## config.mk

```make
export PLATFORM = sky130hd
export DESIGN_NAME = sfir_filter_top
export DESIGN_NICKNAME = d
export VERILOG_FILES = /design/src/common/sfir_pkg.sv /design/src/design/sfir_tap_delay.sv /design/src/sfir/sfir_systolic_element.sv /design/src/sfir/sfir_systolic_array.sv /design/src/design/sfir_output_scale.sv /design/src/design/sfir_filter_top.sv
export SDC_FILE = /design/constraint.sdc
export NUM_CORES = 1
export LEC_CHECK = 0
export ABC_CLOCK_PERIOD_IN_PS = 1200
export BUFFER_PORTS_ARGS = -buffer_cell sky130_fd_sc_hd__buf_2
export CAP_MARGIN = 20
export CORE_UTILIZATION = 32
export DETAILED_ROUTE_END_ITERATION = 6
export GPL_TIMING_DRIVEN = 0
export PLACE_DENSITY_LB_ADDON = 0.15
export REMOVE_ABC_BUFFERS = 1
export SETUP_SLACK_MARGIN = 0.1
export SYNTH_ARGS = -nofsm -noshare
export SYNTH_HDL_FRONTEND = slang
export SYNTH_SLANG_ARGS = --single-unit
```

## constraint.sdc

```tcl
create_clock -name clk_i -period 1.2 [get_ports clk_i]
set_input_delay 0 -clock clk_i [delete_from_list [all_inputs] [get_ports clk_i]]
set_output_delay 0 -clock clk_i [all_outputs]
set_load 0.02 [all_outputs]
```

## src/common/sfir_pkg.sv

```systemverilog
package sfir_pkg;

    // sample and coefficient widths
    localparam int SAMPLE_W  = 16;
    localparam int COEF_W    = 16;
    localparam int OUT_W     = 16;

    // one extra bit for the mirrored pre-add
    localparam int PREADD_W  = SAMPLE_W + 1;
    localparam int PRODUCT_W = PREADD_W + COEF_W;

    // cascade sum, enough headroom for up to 64 coefficient pairs
    localparam int ACC_W     = 40;

    // output clamp limits
    localparam int OUT_MAX   = (2 ** (OUT_W - 1)) - 1;
    localparam int OUT_MIN   = -(2 ** (OUT_W - 1));

    typedef logic signed [SAMPLE_W-1:0]  sample_t;
    typedef logic signed [COEF_W-1:0]    coef_t;
    typedef logic signed [PREADD_W-1:0]  preadd_t;
    typedef logic signed [PRODUCT_W-1:0] product_t;
    typedef logic signed [ACC_W-1:0]     acc_t;
    typedef logic signed [OUT_W-1:0]     out_t;

    // scaled output word with its valid level
    typedef struct packed {
        out_t y;
        logic valid;
    } sfir_out_s;

endpackage

```

## src/design/sfir_tap_delay.sv

```systemverilog
module sfir_tap_delay
    import sfir_pkg::*;
#(
    parameter int DEPTH = 8
) (
    input  logic    clk_i,
    input  logic    arst_n_i,
    input  logic    en_i,
    input  sample_t data_i,
    output sample_t data_o
);

    sample_t stage_q [DEPTH];

    // one stage per accepted sample
    always_ff @(posedge clk_i or negedge arst_n_i) begin
        if (!arst_n_i) begin
            for (int i = 0; i < DEPTH; i++) begin
                stage_q[i] <= '0;
            end
        end else if (en_i) begin
            stage_q[0] <= data_i;
            for (int i = 1; i < DEPTH; i++) begin
                stage_q[i] <= stage_q[i-1];
            end
        end
    end

    // oldest sample feeds the mirrored half of every tap pair
    assign data_o = stage_q[DEPTH-1];

endmodule

```

## src/sfir/sfir_systolic_element.sv

```systemverilog
module sfir_systolic_element
    import sfir_pkg::*;
#(
    parameter coef_t COEF_VAL = '0
) (
    input  logic    clk_i,
    input  logic    arst_n_i,
    input  logic    en_i,
    input  sample_t datain_i,
    input  sample_t datazin_i,
    input  acc_t    cascin_i,
    output sample_t cascdata_o,
    output acc_t    cascout_o
);

    // forward sample path, two registers per element
    sample_t a0_q;
    sample_t a1_q;

    // mirrored sample from the shared delay line
    sample_t b0_q;

    // pre-add, product and cascade registers
    preadd_t  m_q;
    product_t p_q;
    acc_t     pout_q;

    always_ff @(posedge clk_i or negedge arst_n_i) begin
        if (!arst_n_i) begin
            a0_q <= '0;
            a1_q <= '0;
            b0_q <= '0;
        end else if (en_i) begin
            a0_q <= datain_i;
            a1_q <= a0_q;
            b0_q <= datazin_i;
        end
    end

    // both mirrored taps share one coefficient
    always_ff @(posedge clk_i or negedge arst_n_i) begin
        if (!arst_n_i) begin
            m_q <= '0;
            p_q <= '0;
        end else if (en_i) begin
            m_q <= preadd_t'(a1_q) + preadd_t'(b0_q);
            p_q <= product_t'(m_q) * product_t'(COEF_VAL);
        end
    end

    // sign-extended product joins the running sum
    always_ff @(posedge clk_i or negedge arst_n_i) begin
        if (!arst_n_i) begin
            pout_q <= '0;
        end else if (en_i) begin
            pout_q <= acc_t'(p_q) + cascin_i;
        end
    end

    // the twice-delayed sample moves on to the next element
    assign cascdata_o = a1_q;
    assign cascout_o  = pout_q;

endmodule

```

## src/sfir/sfir_systolic_array.sv

```systemverilog
module sfir_systolic_array
    import sfir_pkg::*;
#(
    parameter int    TAP_NUM       = 4,
    parameter coef_t COEF [TAP_NUM] = '{default: '0}
) (
    input  logic    clk_i,
    input  logic    arst_n_i,
    input  logic    en_i,
    input  sample_t data_i,
    output acc_t    acc_o
);

    localparam int DEPTH = 2 * TAP_NUM;

    sample_t mirror_data;
    sample_t tap_data [TAP_NUM];
    acc_t    tap_acc  [TAP_NUM];
    acc_t    sum_q;

    sfir_tap_delay #(
        .DEPTH(DEPTH)
    ) u_tap_delay (
        .clk_i   (clk_i),
        .arst_n_i(arst_n_i),
        .en_i    (en_i),
        .data_i  (data_i),
        .data_o  (mirror_data)
    );

    for (genvar i = 0; i < TAP_NUM; i++) begin : g_tap
        sample_t din;
        acc_t    cin;

        // first element starts the chain with an empty cascade
        if (i == 0) begin : g_first
            assign din = data_i;
            assign cin = '0;
        end else begin : g_next
            assign din = tap_data[i-1];
            assign cin = tap_acc[i-1];
        end

        sfir_systolic_element #(
            .COEF_VAL(COEF[i])
        ) u_element (
            .clk_i     (clk_i),
            .arst_n_i  (arst_n_i),
            .en_i      (en_i),
            .datain_i  (din),
            .datazin_i (mirror_data),
            .cascin_i  (cin),
            .cascdata_o(tap_data[i]),
            .cascout_o (tap_acc[i])
        );
    end

    // registered full-precision sum at the end of the cascade
    always_ff @(posedge clk_i or negedge arst_n_i) begin
        if (!arst_n_i) begin
            sum_q <= '0;
        end else if (en_i) begin
            sum_q <= tap_acc[TAP_NUM-1];
        end
    end

    assign acc_o = sum_q;

endmodule

```

## src/design/sfir_output_scale.sv

```systemverilog
module sfir_output_scale
    import sfir_pkg::*;
#(
    parameter int TAP_NUM   = 4,
    parameter int OUT_SHIFT = 6
) (
    input  logic      clk_i,
    input  logic      arst_n_i,
    input  logic      en_i,
    input  acc_t      acc_i,
    output sfir_out_s out_o
);

    // first step whose output window holds only accepted samples
    localparam int LIMIT = 3 * TAP_NUM + 4;
    localparam int CNT_W = $clog2(LIMIT + 1);

    // half an output LSB, zero when there is no shift
    localparam longint RND = (longint'(1) << OUT_SHIFT) >> 1;

    typedef logic signed [ACC_W:0] wide_t;

    wide_t            shifted;
    out_t             y_next;
    out_t             y_q;
    logic             valid_q;
    logic [CNT_W-1:0] step_cnt_q;

    always_comb begin
        shifted = (wide_t'(acc_i) + wide_t'(RND)) >>> OUT_SHIFT;
        if (shifted > wide_t'(OUT_MAX)) begin
            y_next = out_t'(OUT_MAX);
        end else if (shifted < wide_t'(OUT_MIN)) begin
            y_next = out_t'(OUT_MIN);
        end else begin
            y_next = out_t'(shifted);
        end
    end

    always_ff @(posedge clk_i or negedge arst_n_i) begin
        if (!arst_n_i) begin
            y_q        <= '0;
            valid_q    <= 1'b0;
            step_cnt_q <= '0;
        end else if (en_i) begin
            y_q <= y_next;
            // counter parks at the limit, valid stays up until reset
            if (step_cnt_q != CNT_W'(LIMIT)) begin
                step_cnt_q <= step_cnt_q + 1'b1;
            end else begin
                valid_q <= 1'b1;
            end
        end
    end

    assign out_o = '{y: y_q, valid: valid_q};

endmodule

```

## src/design/sfir_filter_top.sv

```systemverilog
module sfir_filter_top
    import sfir_pkg::*;
#(
    parameter int    TAP_NUM        = 4,
    parameter coef_t COEF [TAP_NUM] = '{default: '0},
    parameter int    OUT_SHIFT      = 6
) (
    input  logic      clk_i,
    input  logic      arst_n_i,
    input  logic      en_i,
    input  sample_t   data_i,
    output sfir_out_s out_o
);

    // full-precision filter sum
    acc_t acc;

    sfir_systolic_array #(
        .TAP_NUM(TAP_NUM),
        .COEF   (COEF)
    ) u_array (
        .clk_i   (clk_i),
        .arst_n_i(arst_n_i),
        .en_i    (en_i),
        .data_i  (data_i),
        .acc_o   (acc)
    );

    sfir_output_scale #(
        .TAP_NUM  (TAP_NUM),
        .OUT_SHIFT(OUT_SHIFT)
    ) u_scale (
        .clk_i   (clk_i),
        .arst_n_i(arst_n_i),
        .en_i    (en_i),
        .acc_i   (acc),
        .out_o   (out_o)
    );

endmodule

```

After elaboration in Yosys (flattened, before gate mapping)
Cells that the tools add are included.
W data, S select, Z words.
{"block": "classes", "n_reduce_logical": 2, "eq_ne": 1, "bitwise_logic": 1, "add_sub_neg": 1}
{"cell": "$add A5 B1 Y5 const B", "count": 1}
{"cell": "$ne A5 B5 Y1 const B", "count": 1}
{"cell": "$reduce_and A2 Y1", "count": 2}
{"cell": "$not A1 Y1", "count": 1}
{"block": "totals", "inputBits": 19, "wordCells": 7, "out_inout_bits": 17, "ff_bits": 6}

Logic depth before layout (Yosys ltp)
Gate-level depths: netlist of the first run.
{"block": "depth", "ltp_word": 3, "depth_mapped": 5, "mapped_depth_nobuf": 5}

Hierarchy
From an unflattened synthesis of the first run, not the netlist that was laid out.
{"block": "unflattened", "cells_unflattened": 1216, "area_unflattened_um2": 20480.9}
{"mod": "sfir_systolic_element", "seq_area_each_um2": 1801.7, "instances": 4, "area_per_inst_um2": 3026.7, "cells_each": 152}
{"mod": "sfir_tap_delay", "seq_area_each_um2": 3203.1, "instances": 1, "area_per_inst_um2": 4942.2, "cells_each": 286}
{"mod": "sfir_output_scale", "seq_area_each_um2": 550.5, "instances": 1, "area_per_inst_um2": 1931.9, "cells_each": 237}
{"mod": "sfir_systolic_array", "seq_area_each_um2": 1001.0, "instances": 1, "area_per_inst_um2": 1500.2, "cells_each": 85}

Worst setup path after synthesis of the first run
No wires, ideal clock.
{"block": "synth_path", "path_type": "register to register", "startpoint": "reg u_scale.step_cnt_q[0]", "endpoint": "reg u_scale.step_cnt_q[1]", "path_buffers": 0, "setup_slack_ps": -63, "path_stages_with_launch": 6, "arrival_ps": 1138, "synth_period_minus_slack_ps": 1263, "required_time_ps": 1075, "setup_ps": 125, "cell_sequence": "dfrtp_1 inv_1 ha_1 nand4bb_4 nand2_2 mux2_4"}
{"block": "synth_between", "elab_chain_cells": 2, "word_cells_on_any_way": 3, "classes_between": "add/sub (1); eq/ne (1); reduce/logical (1)"}
{"item": "start, declared", "line_no": "sfir_output_scale.sv:27", "text": "logic [CNT_W-1:0] step_cnt_q;"}
{"item": "start signal, assigned", "line_no": "sfir_output_scale.sv:49", "text": "step_cnt_q <= step_cnt_q + 1'b1;"}
{"item": "parallel branches: the longest is 2 deep, another holds $add A5 B1 Y5"}
Several ways; the timed one is not identified.
A chain may end at the register's enable or synchronous reset.

Worst setup path after layout of the first run
{"block": "layout_path", "startpoint": "reg u_scale.step_cnt_q[1]", "endpoint": "reg u_scale.step_cnt_q[1]"}
Same word-level chain as after synthesis.

==> results of run 1 <==
-- power by group --
group | total (mW) | internal (mW) | leakage, nW | switching, mW
Sequential | 0.401 | 0.309 | 0.0695 | 0.0912
Combinational | 0.547 | 0.291 | 0.153 | 0.255
Clock | 0.185 | 0.113 | 0.0138 | 0.0718
-- kinds of logic after synthesis --
| family | synth area share [%] |
|---|---|
| flip-flops | 35.3 |
| XOR/XNOR | 6.18 |
| buffers and inverters | 32.6 |
| adder cells (fa/ha/maj) | 5.88 |
| AO/OA/AOI/OAI | 4.71 |
| AND/OR/NAND/NOR | 10.9 |
| other | 0.882 |
| multiplexers | 3.53 |
-- per-stage QoR --
stage / power [mW] / TNS, ps
CTS: 1.04 / -62.8
detailed placement: 0.776 / -141
finish: 1.13 / -58.2
global route: 1.22 / -188
floorplan: 0.705 / -62.9
global placement: 0.770 / -147
-- worst max-delay path by stage --
stage,from,to
after floorplan,u_scale.step_cnt_q[0],u_scale.step_cnt_q[1]
after global placement,u_scale.step_cnt_q[0],u_scale.step_cnt_q[1]
after detailed placement,u_scale.step_cnt_q[0],u_scale.step_cnt_q[1]
after CTS,u_scale.step_cnt_q[1],u_scale.step_cnt_q[1]
after global routing,u_scale.step_cnt_q[1],u_scale.step_cnt_q[1]
final,u_scale.step_cnt_q[1],u_scale.step_cnt_q[1]
-- flip-flops by register name, indices dropped and copies added (netlist names) --
signal	flops
u_scale.step_cnt_q	5
u_scale.valid_q	1
-- cells in the final DEF (no fill, tap or decap), drive strengths merged --
master	count
clkbuf	3
o21bai	1
a31oi	2
conb	16
dfrtp	6
mux2	1
nand4bb	1
dlygate4sd3	1
inv	3
nand4	2
ha	2
xnor2	3
nand2	1
buf	8
-- timing repair --
| item | in CTS | in global routing |
|---|---|---|
| endpoints found under the hold margin | 6 | 0 |
| gates resized for setup | 1 | 6 |
| hold buffers | 1 | 0 |
| pin swaps | 2 | 2 |
| buffers inserted | 3 | 2 |
| setup endpoints to repair | 3 | 4 |
-- final cells by class --
class,count,share of cell area [%]
clock buffers,3,4.64
inverters,3,2.32
multi-input cells,29,44.8
flip-flops and latches,6,30.9
well taps,14,3.61
repair buffers,9,13.7
-- layer usage --
| metal | part of all wire, % | up-vias | GRT usage [%] |
|---|---|---|---|
| li1 | - | 116 | - |
| met1 | 36 | 126 | 8.90 |
| met2 | 53 | 22 | 14.8 |
| met3 | 11 | 0 | 6.98 |
| met4 | 0 | 0 | 5.17 |
| met5 | 0 | - | 0 |
==> qor.csv, run 1 <==
stage,metric,value,unit
global_route,number of global-route vias before repair,212,
logic_synthesis,"area leader, netlist",dfrtp_1,
timing,WHS,24.9,ps
placement,DP Cell Count,55,
worst_setup_path,CP max FO,2,
floorplan,die height,38.5,um
timing,Final Cycle Share,104,%
worst_setup_path,WP buf/inv,1,
clock_tree,number of CTS-inserted buffers,3,
floorplan,io pins,36,
layout,post-route insts no fill,64,
layout,Area Overhead vs Synth,14.1,%
global_route,total grt overflow,0,
outcome,failing checks,setup timing,
worst_setup_path,Worst Path Arrival,1370,ps
worst_setup_path,Worst Path Required,1320,ps
worst_setup_path,r2r endpoint,u_scale.step_cnt_q[1],
layout,Finished Core Util,41.5,%
min_path,Worst Hold Launch,en_i,
worst_setup_path,reg2reg start,u_scale.step_cnt_q[1],
placement,PortBufs,3,
logic_synthesis,Cells after Synth,40,
layout,fin area,485,um2
timing,Slew Limit Fails,0,
worst_setup_path,Critical Path End Type,register,
logic_synthesis,sequential area share after synthesis,35.3,%
power_and_ir_drop,Pleak,0.236,nW
global_route,first-pass GRT wire length,869,um
min_path,Worst Hold Depth,2,
global_route,initial antenna violation count,0,
worst_setup_path,slowest CP cell,dfrtp_1,
clock_tree,CTS tree,done,
route,DRC viols,0,
clock_tree,H-tree lvl count,1,
floorplan,Chip Width,38.5,um
worst_setup_path,R2R setup slack,-40,ps
logic_synthesis,Yosys top cell area share,35.3,%
min_path,Hold Path End,u_scale.step_cnt_q[2],
route,DRT Pass-1 Iters,4,
route,routed vias/inst,4.13,
placement,pre-CTS setup slack,-141,ps
power_and_ir_drop,VDD IR-drop max,952,uV
clock_tree,"Reg clk slew, reported paths",40,ps
logic_synthesis,Mean Syn Cell Area,10.6,um2
worst_setup_path,critical path type,reg2reg,
logic_synthesis,Synth Flop Type,dfrtp_1,
floorplan,area of the die,0.00148,mm2
logic_synthesis,Synth warnings,0,
placement,gpl congestion,0.683,
layout,ANT cells,0,
layout,Final #Nets,73,
worst_setup_path,max incr delay on CP,390,ps
layout,Seq. cell area,150,um2
timing,RSZ-0062 raised after global routing,true,
power_and_ir_drop,power per standard cell area,2330,mW/mm2
route,DR WL/cell,10.1,um
worst_setup_path,CP top delay family,flip-flops,
clock_tree,clock root cell,clkbuf_4,
timing,final setup vio count,2,
worst_setup_path,worst reg2reg path depth,5,
logic_synthesis,Post-synth top cells,"buf_4 (17), dfrtp_1 (6), inv_1 (3), xnor2_1 (3)",
logic_synthesis,number of synthesized flops with an enable pin,0,
global_route,Total GRT Usage,9.45,%
layout,layout cells sized above 1,36.0,%
timing,Final Hold Fails,0,
route,Vias,264,
global_route,largest net degree at the start of global routing,7,
logic_synthesis,synthesized area,425,um2
timing,Layout Skew,2.84,ps
logic_synthesis,top post-synthesis cells by area,"dfrtp_1 (35%), buf_4 (30%), nand4bb_4 (6.5%)",
worst_setup_path,Crit path depth,5,
timing,min Tclk post-route,1240,ps
logic_synthesis,Post-synth ARST share,100,%
clock_tree,later-pin clock latency in the skew report,240,ps
logic_synthesis,Netlist cell types,12,
placement,Post-DP Area,387,um2
layout,area of the multi-input gates,218,um2
worst_setup_path,cell chain of the critical path,"inv_2, ha_4, nand4bb_4, nand2_2, mux2_4",
logic_synthesis,"count leader, synth",buf_4,
floorplan,Rows,12,
outcome,status,finished with violations,
worst_setup_path,startpoint types,register,
timing,Fmax achieved,0.805,GHz
route,post-route ant nets,0,
route,DR iter-0 viols,2,
route,routed wire length,649,um
floorplan,core region area,0.00117,mm2
timing,final worst slack,-42.2,ps
floorplan,Starting Density,36.3,%
layout,Fillers,122,
min_path,Hold Path Class,in2reg,
logic_synthesis,register bit total from synthesis,6,
flow_run,max-capacitance violation count,0,
clock_tree,CTS max path bufs,2,
clock_tree,Clock Sinks,6,
(Power assumes the default switching activity.)
==> run 2: changes to the inputs <==
--- a/config.mk
+++ b/config.mk
@@ -8,10 +8,13 @@
 export ABC_CLOCK_PERIOD_IN_PS = 1200
 export BUFFER_PORTS_ARGS = -buffer_cell sky130_fd_sc_hd__buf_2
 export CAP_MARGIN = 20
-export CORE_UTILIZATION = 32
+export CELL_PAD_IN_SITES_DETAIL_PLACEMENT = 0
+export CELL_PAD_IN_SITES_GLOBAL_PLACEMENT = 1
+export CORE_UTILIZATION = 22
 export DETAILED_ROUTE_END_ITERATION = 6
 export GPL_TIMING_DRIVEN = 0
 export PLACE_DENSITY_LB_ADDON = 0.15
+export RECOVER_POWER = 25
 export REMOVE_ABC_BUFFERS = 1
 export SETUP_SLACK_MARGIN = 0.1
 export SYNTH_ARGS = -nofsm -noshare
==> run 2 against run 1 <==
The run still ends with setup timing left; register-to-register slack about the same; cell area up 2.1%; via count down 8.0%; clock power up 5%; non-clock buffer count up 1; count of clock-buffer cells in the layout unchanged; setup slack worse by 13 ps; power down 1.2%; combinational power down 3%; first-iteration DRC count down 50%; flip-flop and latch count unchanged; critical endpoint unchanged; highest routed layer is now met4.
==> qor.csv, run 2 (same netlist as run 1, synthesis figures left out) <==
stage,metric,value,unit
layout,Final #Nets,74,
global_route,GRT busiest layer,met2,
route,routed wire length,701,um
min_path,Hold Path Class,in2reg,
route,DRT Pass-1 Iters,2,
floorplan,Chip Width,46.0,um
floorplan,Rows,15,
power_and_ir_drop,Tot Pwr,1.12,mW
timing,Fmax achieved,0.797,GHz
placement,Post-DP HPWL,440,um
outcome,status,finished with violations,
timing,Slew Limit Fails,0,
layout,fin area,495,um2
layout,Largest Register,u_scale.step_cnt_q,
worst_setup_path,CP top delay family,flip-flops,
global_route,initial antenna violation count,0,
floorplan,io pins,36,
layout,layout cells sized above 1,31.4,%
worst_setup_path,Worst Path Required,1330,ps
layout,most frequent cells in the layout,"conb_1 (16), dfrtp_1 (6), buf_4 (5)",
power_and_ir_drop,sequential share of power,35.2,%
floorplan,area of the die,0.00211,mm2
worst_setup_path,slowest CP cell,dfrtp_1,
route,Vias,243,
power_and_ir_drop,Clock Power Share,17.3,%
clock_tree,number of CTS-inserted buffers,3,
placement,Post-DP Area,400,um2
layout,"commonest non-fill, non-tap cell in the layout",conb_1,
global_route,total grt overflow,0,
min_path,Worst Hold Depth,2,
worst_setup_path,WP buf/inv,1,
min_path,Hold Path End,u_scale.step_cnt_q[2],
clock_tree,Clock Sinks,6,
clock_tree,CTS tree,done,
layout,top flop regs,"u_scale.step_cnt_q x5, u_scale.valid_q x1",
worst_setup_path,CP max FO,2,
power_and_ir_drop,Gate power share,47.5,%
timing,Final Cycle Share,105,%
power_and_ir_drop,VDD IR-drop max,871,uV
global_route,met1 GRT Util,7.16,%
power_and_ir_drop,switching share of power,36.7,%
layout,Finished Core Util,28.1,%
timing,Final Hold Fails,0,
clock_tree,later-pin clock latency in the skew report,250,ps
timing,min Tclk post-route,1260,ps
global_route,met2 GRT Util,10.4,%
clock_tree,clock root cell,clkbuf_4,
clock_tree,"Reg clk slew, reported paths",50,ps
route,DR WL/cell,9.22,um
placement,pre-CTS setup slack,-137,ps
global_route,met3 GRT Util,7.14,%
power_and_ir_drop,Pleak,0.239,nW
layout,Area Overhead vs Synth,16.5,%
worst_setup_path,Worst Path Arrival,1380,ps
layout,ANT cells,0,
timing,setup TNS,-69.8,ps
clock_tree,H-tree lvl count,1,
power_and_ir_drop,Int Pwr,708,uW
layout,post-route insts no fill,76,
worst_setup_path,max incr delay on CP,370,ps
worst_setup_path,cell chain of the critical path,"inv_1, ha_2, nand4bb_4, nand2_2, mux2_4",
worst_setup_path,Critical Path End Type,register,
worst_setup_path,R2R setup slack,-60,ps
global_route,largest net degree at the start of global routing,7,
min_path,Worst Hold Launch,en_i,
timing,WHS,18.3,ps
global_route,number of global-route vias before repair,221,
layout,Fillers,208,
global_route,first-pass GRT wire length,945,um
worst_setup_path,worst reg2reg path depth,5,
worst_setup_path,r2r endpoint,u_scale.step_cnt_q[1],
timing,RSZ-0062 raised after global routing,true,
flow_run,max-capacitance violation count,0,
global_route,Total GRT Usage,7.64,%
placement,gpl congestion,0.754,
timing,Layout Skew,11.4,ps
power_and_ir_drop,P_sw,410,uW
worst_setup_path,startpoint types,register,
route,DR iter-0 viols,1,
route,DRC viols,0,
clock_tree,CTS max path bufs,2,
floorplan,die height,46.0,um
layout,max reg flops,5,
worst_setup_path,reg2reg start,u_scale.step_cnt_q[1],
outcome,failing checks,setup timing,
placement,PortBufs,3,
timing,final worst slack,-55.5,ps
placement,DP Cell Count,66,
route,routed vias/inst,3.20,
route,post-route ant nets,0,
floorplan,Starting Density,24.1,%
power_and_ir_drop,power per standard cell area,2260,mW/mm2
timing,final setup vio count,2,
worst_setup_path,critical path type,reg2reg,
floorplan,core region area,0.00176,mm2
-- run 2: changes by cell type in the layout (fill, tap and decap cells not counted), sizes merged --
cell / delta
clkbuf: +1
-- run 2: worst max-delay path by stage --
stage | start | endpoint | slack (ps) | depth (start not counted)
global placement | u_scale.step_cnt_q[0] | u_scale.step_cnt_q[1] | -150 | 5
CTS | u_scale.step_cnt_q[1] | u_scale.step_cnt_q[1] | -40 | 5
finish | u_scale.step_cnt_q[1] | u_scale.step_cnt_q[1] | -60 | 5
detailed placement | u_scale.step_cnt_q[0] | u_scale.step_cnt_q[1] | -140 | 5
floorplan | u_scale.step_cnt_q[0] | u_scale.step_cnt_q[1] | -60 | 5
global route | u_scale.step_cnt_q[0] | u_scale.step_cnt_q[1] | -100 | 5
-- run 2: worst reg2reg max path: stages, from the launching register on --
cell and delay [ps]:
dfrtp_1 370, inv_1 60, ha_2 190, nand4bb_4 120
nand2_2 110, mux2_4 300
-- run 2: power by group through the flow --
stage | clock, mW | sequential (mW) | combinational (mW)
2_1_floorplan | 0 | 0.419 | 0.286
3_3_place_gp | 0 | 0.415 | 0.360
3_5_place_dp | 0 | 0.417 | 0.365
4_1_cts | 0.203 | 0.392 | 0.460
5_1_grt | 0.219 | 0.410 | 0.575
6_report | 0.194 | 0.394 | 0.531
-- run 2: what timing repair did --
action,4_1_cts,5_1_grt
hold endpoints to repair,6,0
endpoints found under the setup margin,3,4
buffers inserted,4,2
resized for setup,1,3
pin swaps,2,3
hold buffers,1,0
-- run 2: cell type report --
cell class	instances	area [um2]	share of cell area, %
tap	25	31.3	6.31
timing repair buffer	10	72.6	14.6
sequential	6	150	30.3
multi-input combinational	29	208	41.9
clock buffer	3	22.5	4.55
inverter	3	11.3	2.27
-- run 2: layer usage --
metal / share of wire (%) / vias up / wire, um
met3: 6.8 / 3 / 48
met2: 56 / 6 / 394
li1: - / 118 / -
met5: 0 / - / 0
met4: 1.4 / 0 / 10
met1: 35 / 116 / 247
==> run 3: changes to the inputs <==
--- a/config.mk
+++ b/config.mk
@@ -5,14 +5,15 @@
 export SDC_FILE = /design/constraint.sdc
 export NUM_CORES = 1
 export LEC_CHECK = 0
-export ABC_CLOCK_PERIOD_IN_PS = 1200
+export ABC_CLOCK_PERIOD_IN_PS = 1400
 export BUFFER_PORTS_ARGS = -buffer_cell sky130_fd_sc_hd__buf_2
 export CAP_MARGIN = 20
 export CELL_PAD_IN_SITES_DETAIL_PLACEMENT = 0
 export CELL_PAD_IN_SITES_GLOBAL_PLACEMENT = 1
-export CORE_UTILIZATION = 22
+export CORE_UTILIZATION = 24
 export DETAILED_ROUTE_END_ITERATION = 6
 export GPL_TIMING_DRIVEN = 0
+export HOLD_SLACK_MARGIN = 0.12
 export PLACE_DENSITY_LB_ADDON = 0.15
 export RECOVER_POWER = 25
 export REMOVE_ABC_BUFFERS = 1
==> constraint.sdc (replaced) <==
create_clock -name clk_i -period 1.4 [get_ports clk_i]
set_input_delay 0 -clock clk_i [delete_from_list [all_inputs] [get_ports clk_i]]
set_output_delay 0 -clock clk_i [all_outputs]
set_load 0.02 [all_outputs]
==> run 3 against run 2 <==
The flow finishes with violations (DRC); setup slack better by 210 ps; critical path depth stayed put; count of clock-buffer cells in the layout stayed put; hold slack better by 450 ps; highest routed layer is now met3.
==> qor.csv, run 3 (same netlist as run 1, synthesis figures left out) <==
stage,metric,value,unit
min_path,Hold Path Class,reg2reg,
floorplan,die height,44.1,um
placement,PortBufs,3,
worst_setup_path,CP max FO,3,
route,Vias,258,
layout,top flop regs,"u_scale.step_cnt_q x5, u_scale.valid_q x1",
route,DRC viols,3,
worst_setup_path,Worst Path Arrival,1370,ps
worst_setup_path,Worst Path Required,1520,ps
global_route,initial antenna violation count,0,
global_route,number of global-route vias before repair,219,
layout,"commonest non-fill, non-tap cell in the layout",conb_1,
global_route,largest net degree at the start of global routing,7,
floorplan,core region area,0.00158,mm2
route,DR iter-0 viols,10,
min_path,Worst Hold Depth,1,
min_path,Hold Path End,u_scale.valid_q,
timing,Final Hold Fails,0,
timing,setup TNS,0,ps
timing,final setup vio count,0,
floorplan,Starting Density,27.0,%
clock_tree,CTS max path bufs,2,
timing,Slew Limit Fails,0,
floorplan,io pins,36,
worst_setup_path,r2r endpoint,u_scale.step_cnt_q[1],
layout,Area Overhead vs Synth,10.9,%
timing,Fmax achieved,0.804,GHz
layout,ANT cells,0,
layout,max reg flops,5,
outcome,status,finished with violations,
worst_setup_path,startpoint types,register,
floorplan,Rows,14,
route,DR WL/cell,8.48,um
global_route,total grt overflow,0,
clock_tree,Clock Sinks,6,
power_and_ir_drop,VDD IR-drop max,801,uV
timing,min Tclk post-route,1240,ps
worst_setup_path,R2R setup slack,160,ps
worst_setup_path,worst reg2reg path depth,5,
global_route,first-pass GRT wire length,917,um
worst_setup_path,critical path type,reg2reg,
layout,Largest Register,u_scale.step_cnt_q,
min_path,Worst Hold Launch,u_scale.valid_q,
clock_tree,CTS tree,done,
layout,Final #Nets,73,
outcome,failing checks,DRC,
clock_tree,"Reg clk slew, reported paths",40,ps
timing,RSZ-0062 raised after global routing,false,
route,DRT Pass-1 Iters,6,
clock_tree,clock root cell,clkbuf_4,
flow_run,max-capacitance violation count,0,
route,post-route ant nets,0,
route,routed wire length,560,um
worst_setup_path,reg2reg start,u_scale.step_cnt_q[0],
global_route,Total GRT Usage,6.95,%
layout,most frequent cells in the layout,"conb_1 (16), dfrtp_1 (6), xnor2_1 (3), clkbuf_4 (3), dlygate4sd3_1 (3)",
floorplan,Chip Width,44.1,um
worst_setup_path,Critical Path End Type,register,
timing,Layout Skew,0.951,ps
clock_tree,H-tree lvl count,1,
route,routed vias/inst,3.91,
timing,Final Cycle Share,88.8,%
clock_tree,number of CTS-inserted buffers,3,
power_and_ir_drop,power per standard cell area,1920,mW/mm2
power_and_ir_drop,Pleak,0.230,nW
clock_tree,later-pin clock latency in the skew report,240,ps
placement,gpl congestion,0.651,
floorplan,area of the die,0.00194,mm2
timing,WHS,470,ps
layout,layout cells sized above 1,24.0,%
[run 3: cell types whose count changed in the layout (fill, tap and decap cells not counted)]
cell	change
buf_4	-3
ha_2	-1
ha_1	+1
inv_2	+1
inv_1	-1
buf_6	-1
clkbuf_1	+1
dlygate4sd3_1	+2
[run 3: how the worst max path moves through the flow]
stage	from	end	slack (ps)	cells after the start
finish	u_scale.step_cnt_q[0]	u_scale.step_cnt_q[1]	160	5
global route	u_scale.step_cnt_q[0]	u_scale.step_cnt_q[1]	110	5
CTS	u_scale.step_cnt_q[0]	u_scale.step_cnt_q[1]	130	5
detailed placement	u_scale.step_cnt_q[0]	u_scale.step_cnt_q[1]	50	5
global placement	u_scale.step_cnt_q[0]	u_scale.step_cnt_q[1]	50	5
floorplan	u_scale.step_cnt_q[0]	u_scale.step_cnt_q[1]	140	5
[run 3: repair_timing]
item | in CTS | in global routing
setup endpoints to repair | 1 | 1
endpoints found under the hold margin | 10 | 0
pin swaps | 1 | 2
hold buffers | 3 | 0
gates cloned | 0 | 0
gates resized for setup | 1 | 2
setup buffers | 3 | 0
[run 3: power by group]
group / switching (mW) / internal, mW
clock: 0.0594 / 0.0968
combinational: 0.196 / 0.216
sequential: 0.0725 / 0.265
[run 3: layout make-up]
cell class / instances / area [um2]
inverters: 3 / 11.3
clock buffers: 3 / 22.5
well taps: 16 / 20.0
repair buffers: 9 / 62.6
multi-input cells: 29 / 205
flip-flops and latches: 6 / 150
fillers: 169 / 1100
[run 3: through the flow]
stage	worst slack, ps	cells	power [mW]	util (%)	area (um2)
2_1_floorplan	137	38	0.604	-	354
3_3_place_gp	49.7	57	0.665	24.7	389
3_5_place_dp	46.7	57	0.670	24.7	389
4_1_cts	132	66	0.894	29.6	467
5_1_grt	107	66	0.981	29.9	472
6_report	156	66	0.905	29.9	472
[run 3: layer usage]
layer	share of wire [%]	wire length, um	track usage [%]	up-vias
met5	0	0	0	-
met1	47	264	7.34	118
met3	9.6	54	6.12	0
met4	0	0	1.82	0
met2	43	241	10.3	20
li1	-	-	-	120
[run 3: worst max-delay path: stages (launching register included)]
cell	delay (ps)
dfrtp_1	370
inv_1	90
ha_4	140
nand4bb_4	130
nand2_2	110
mux2_4	290
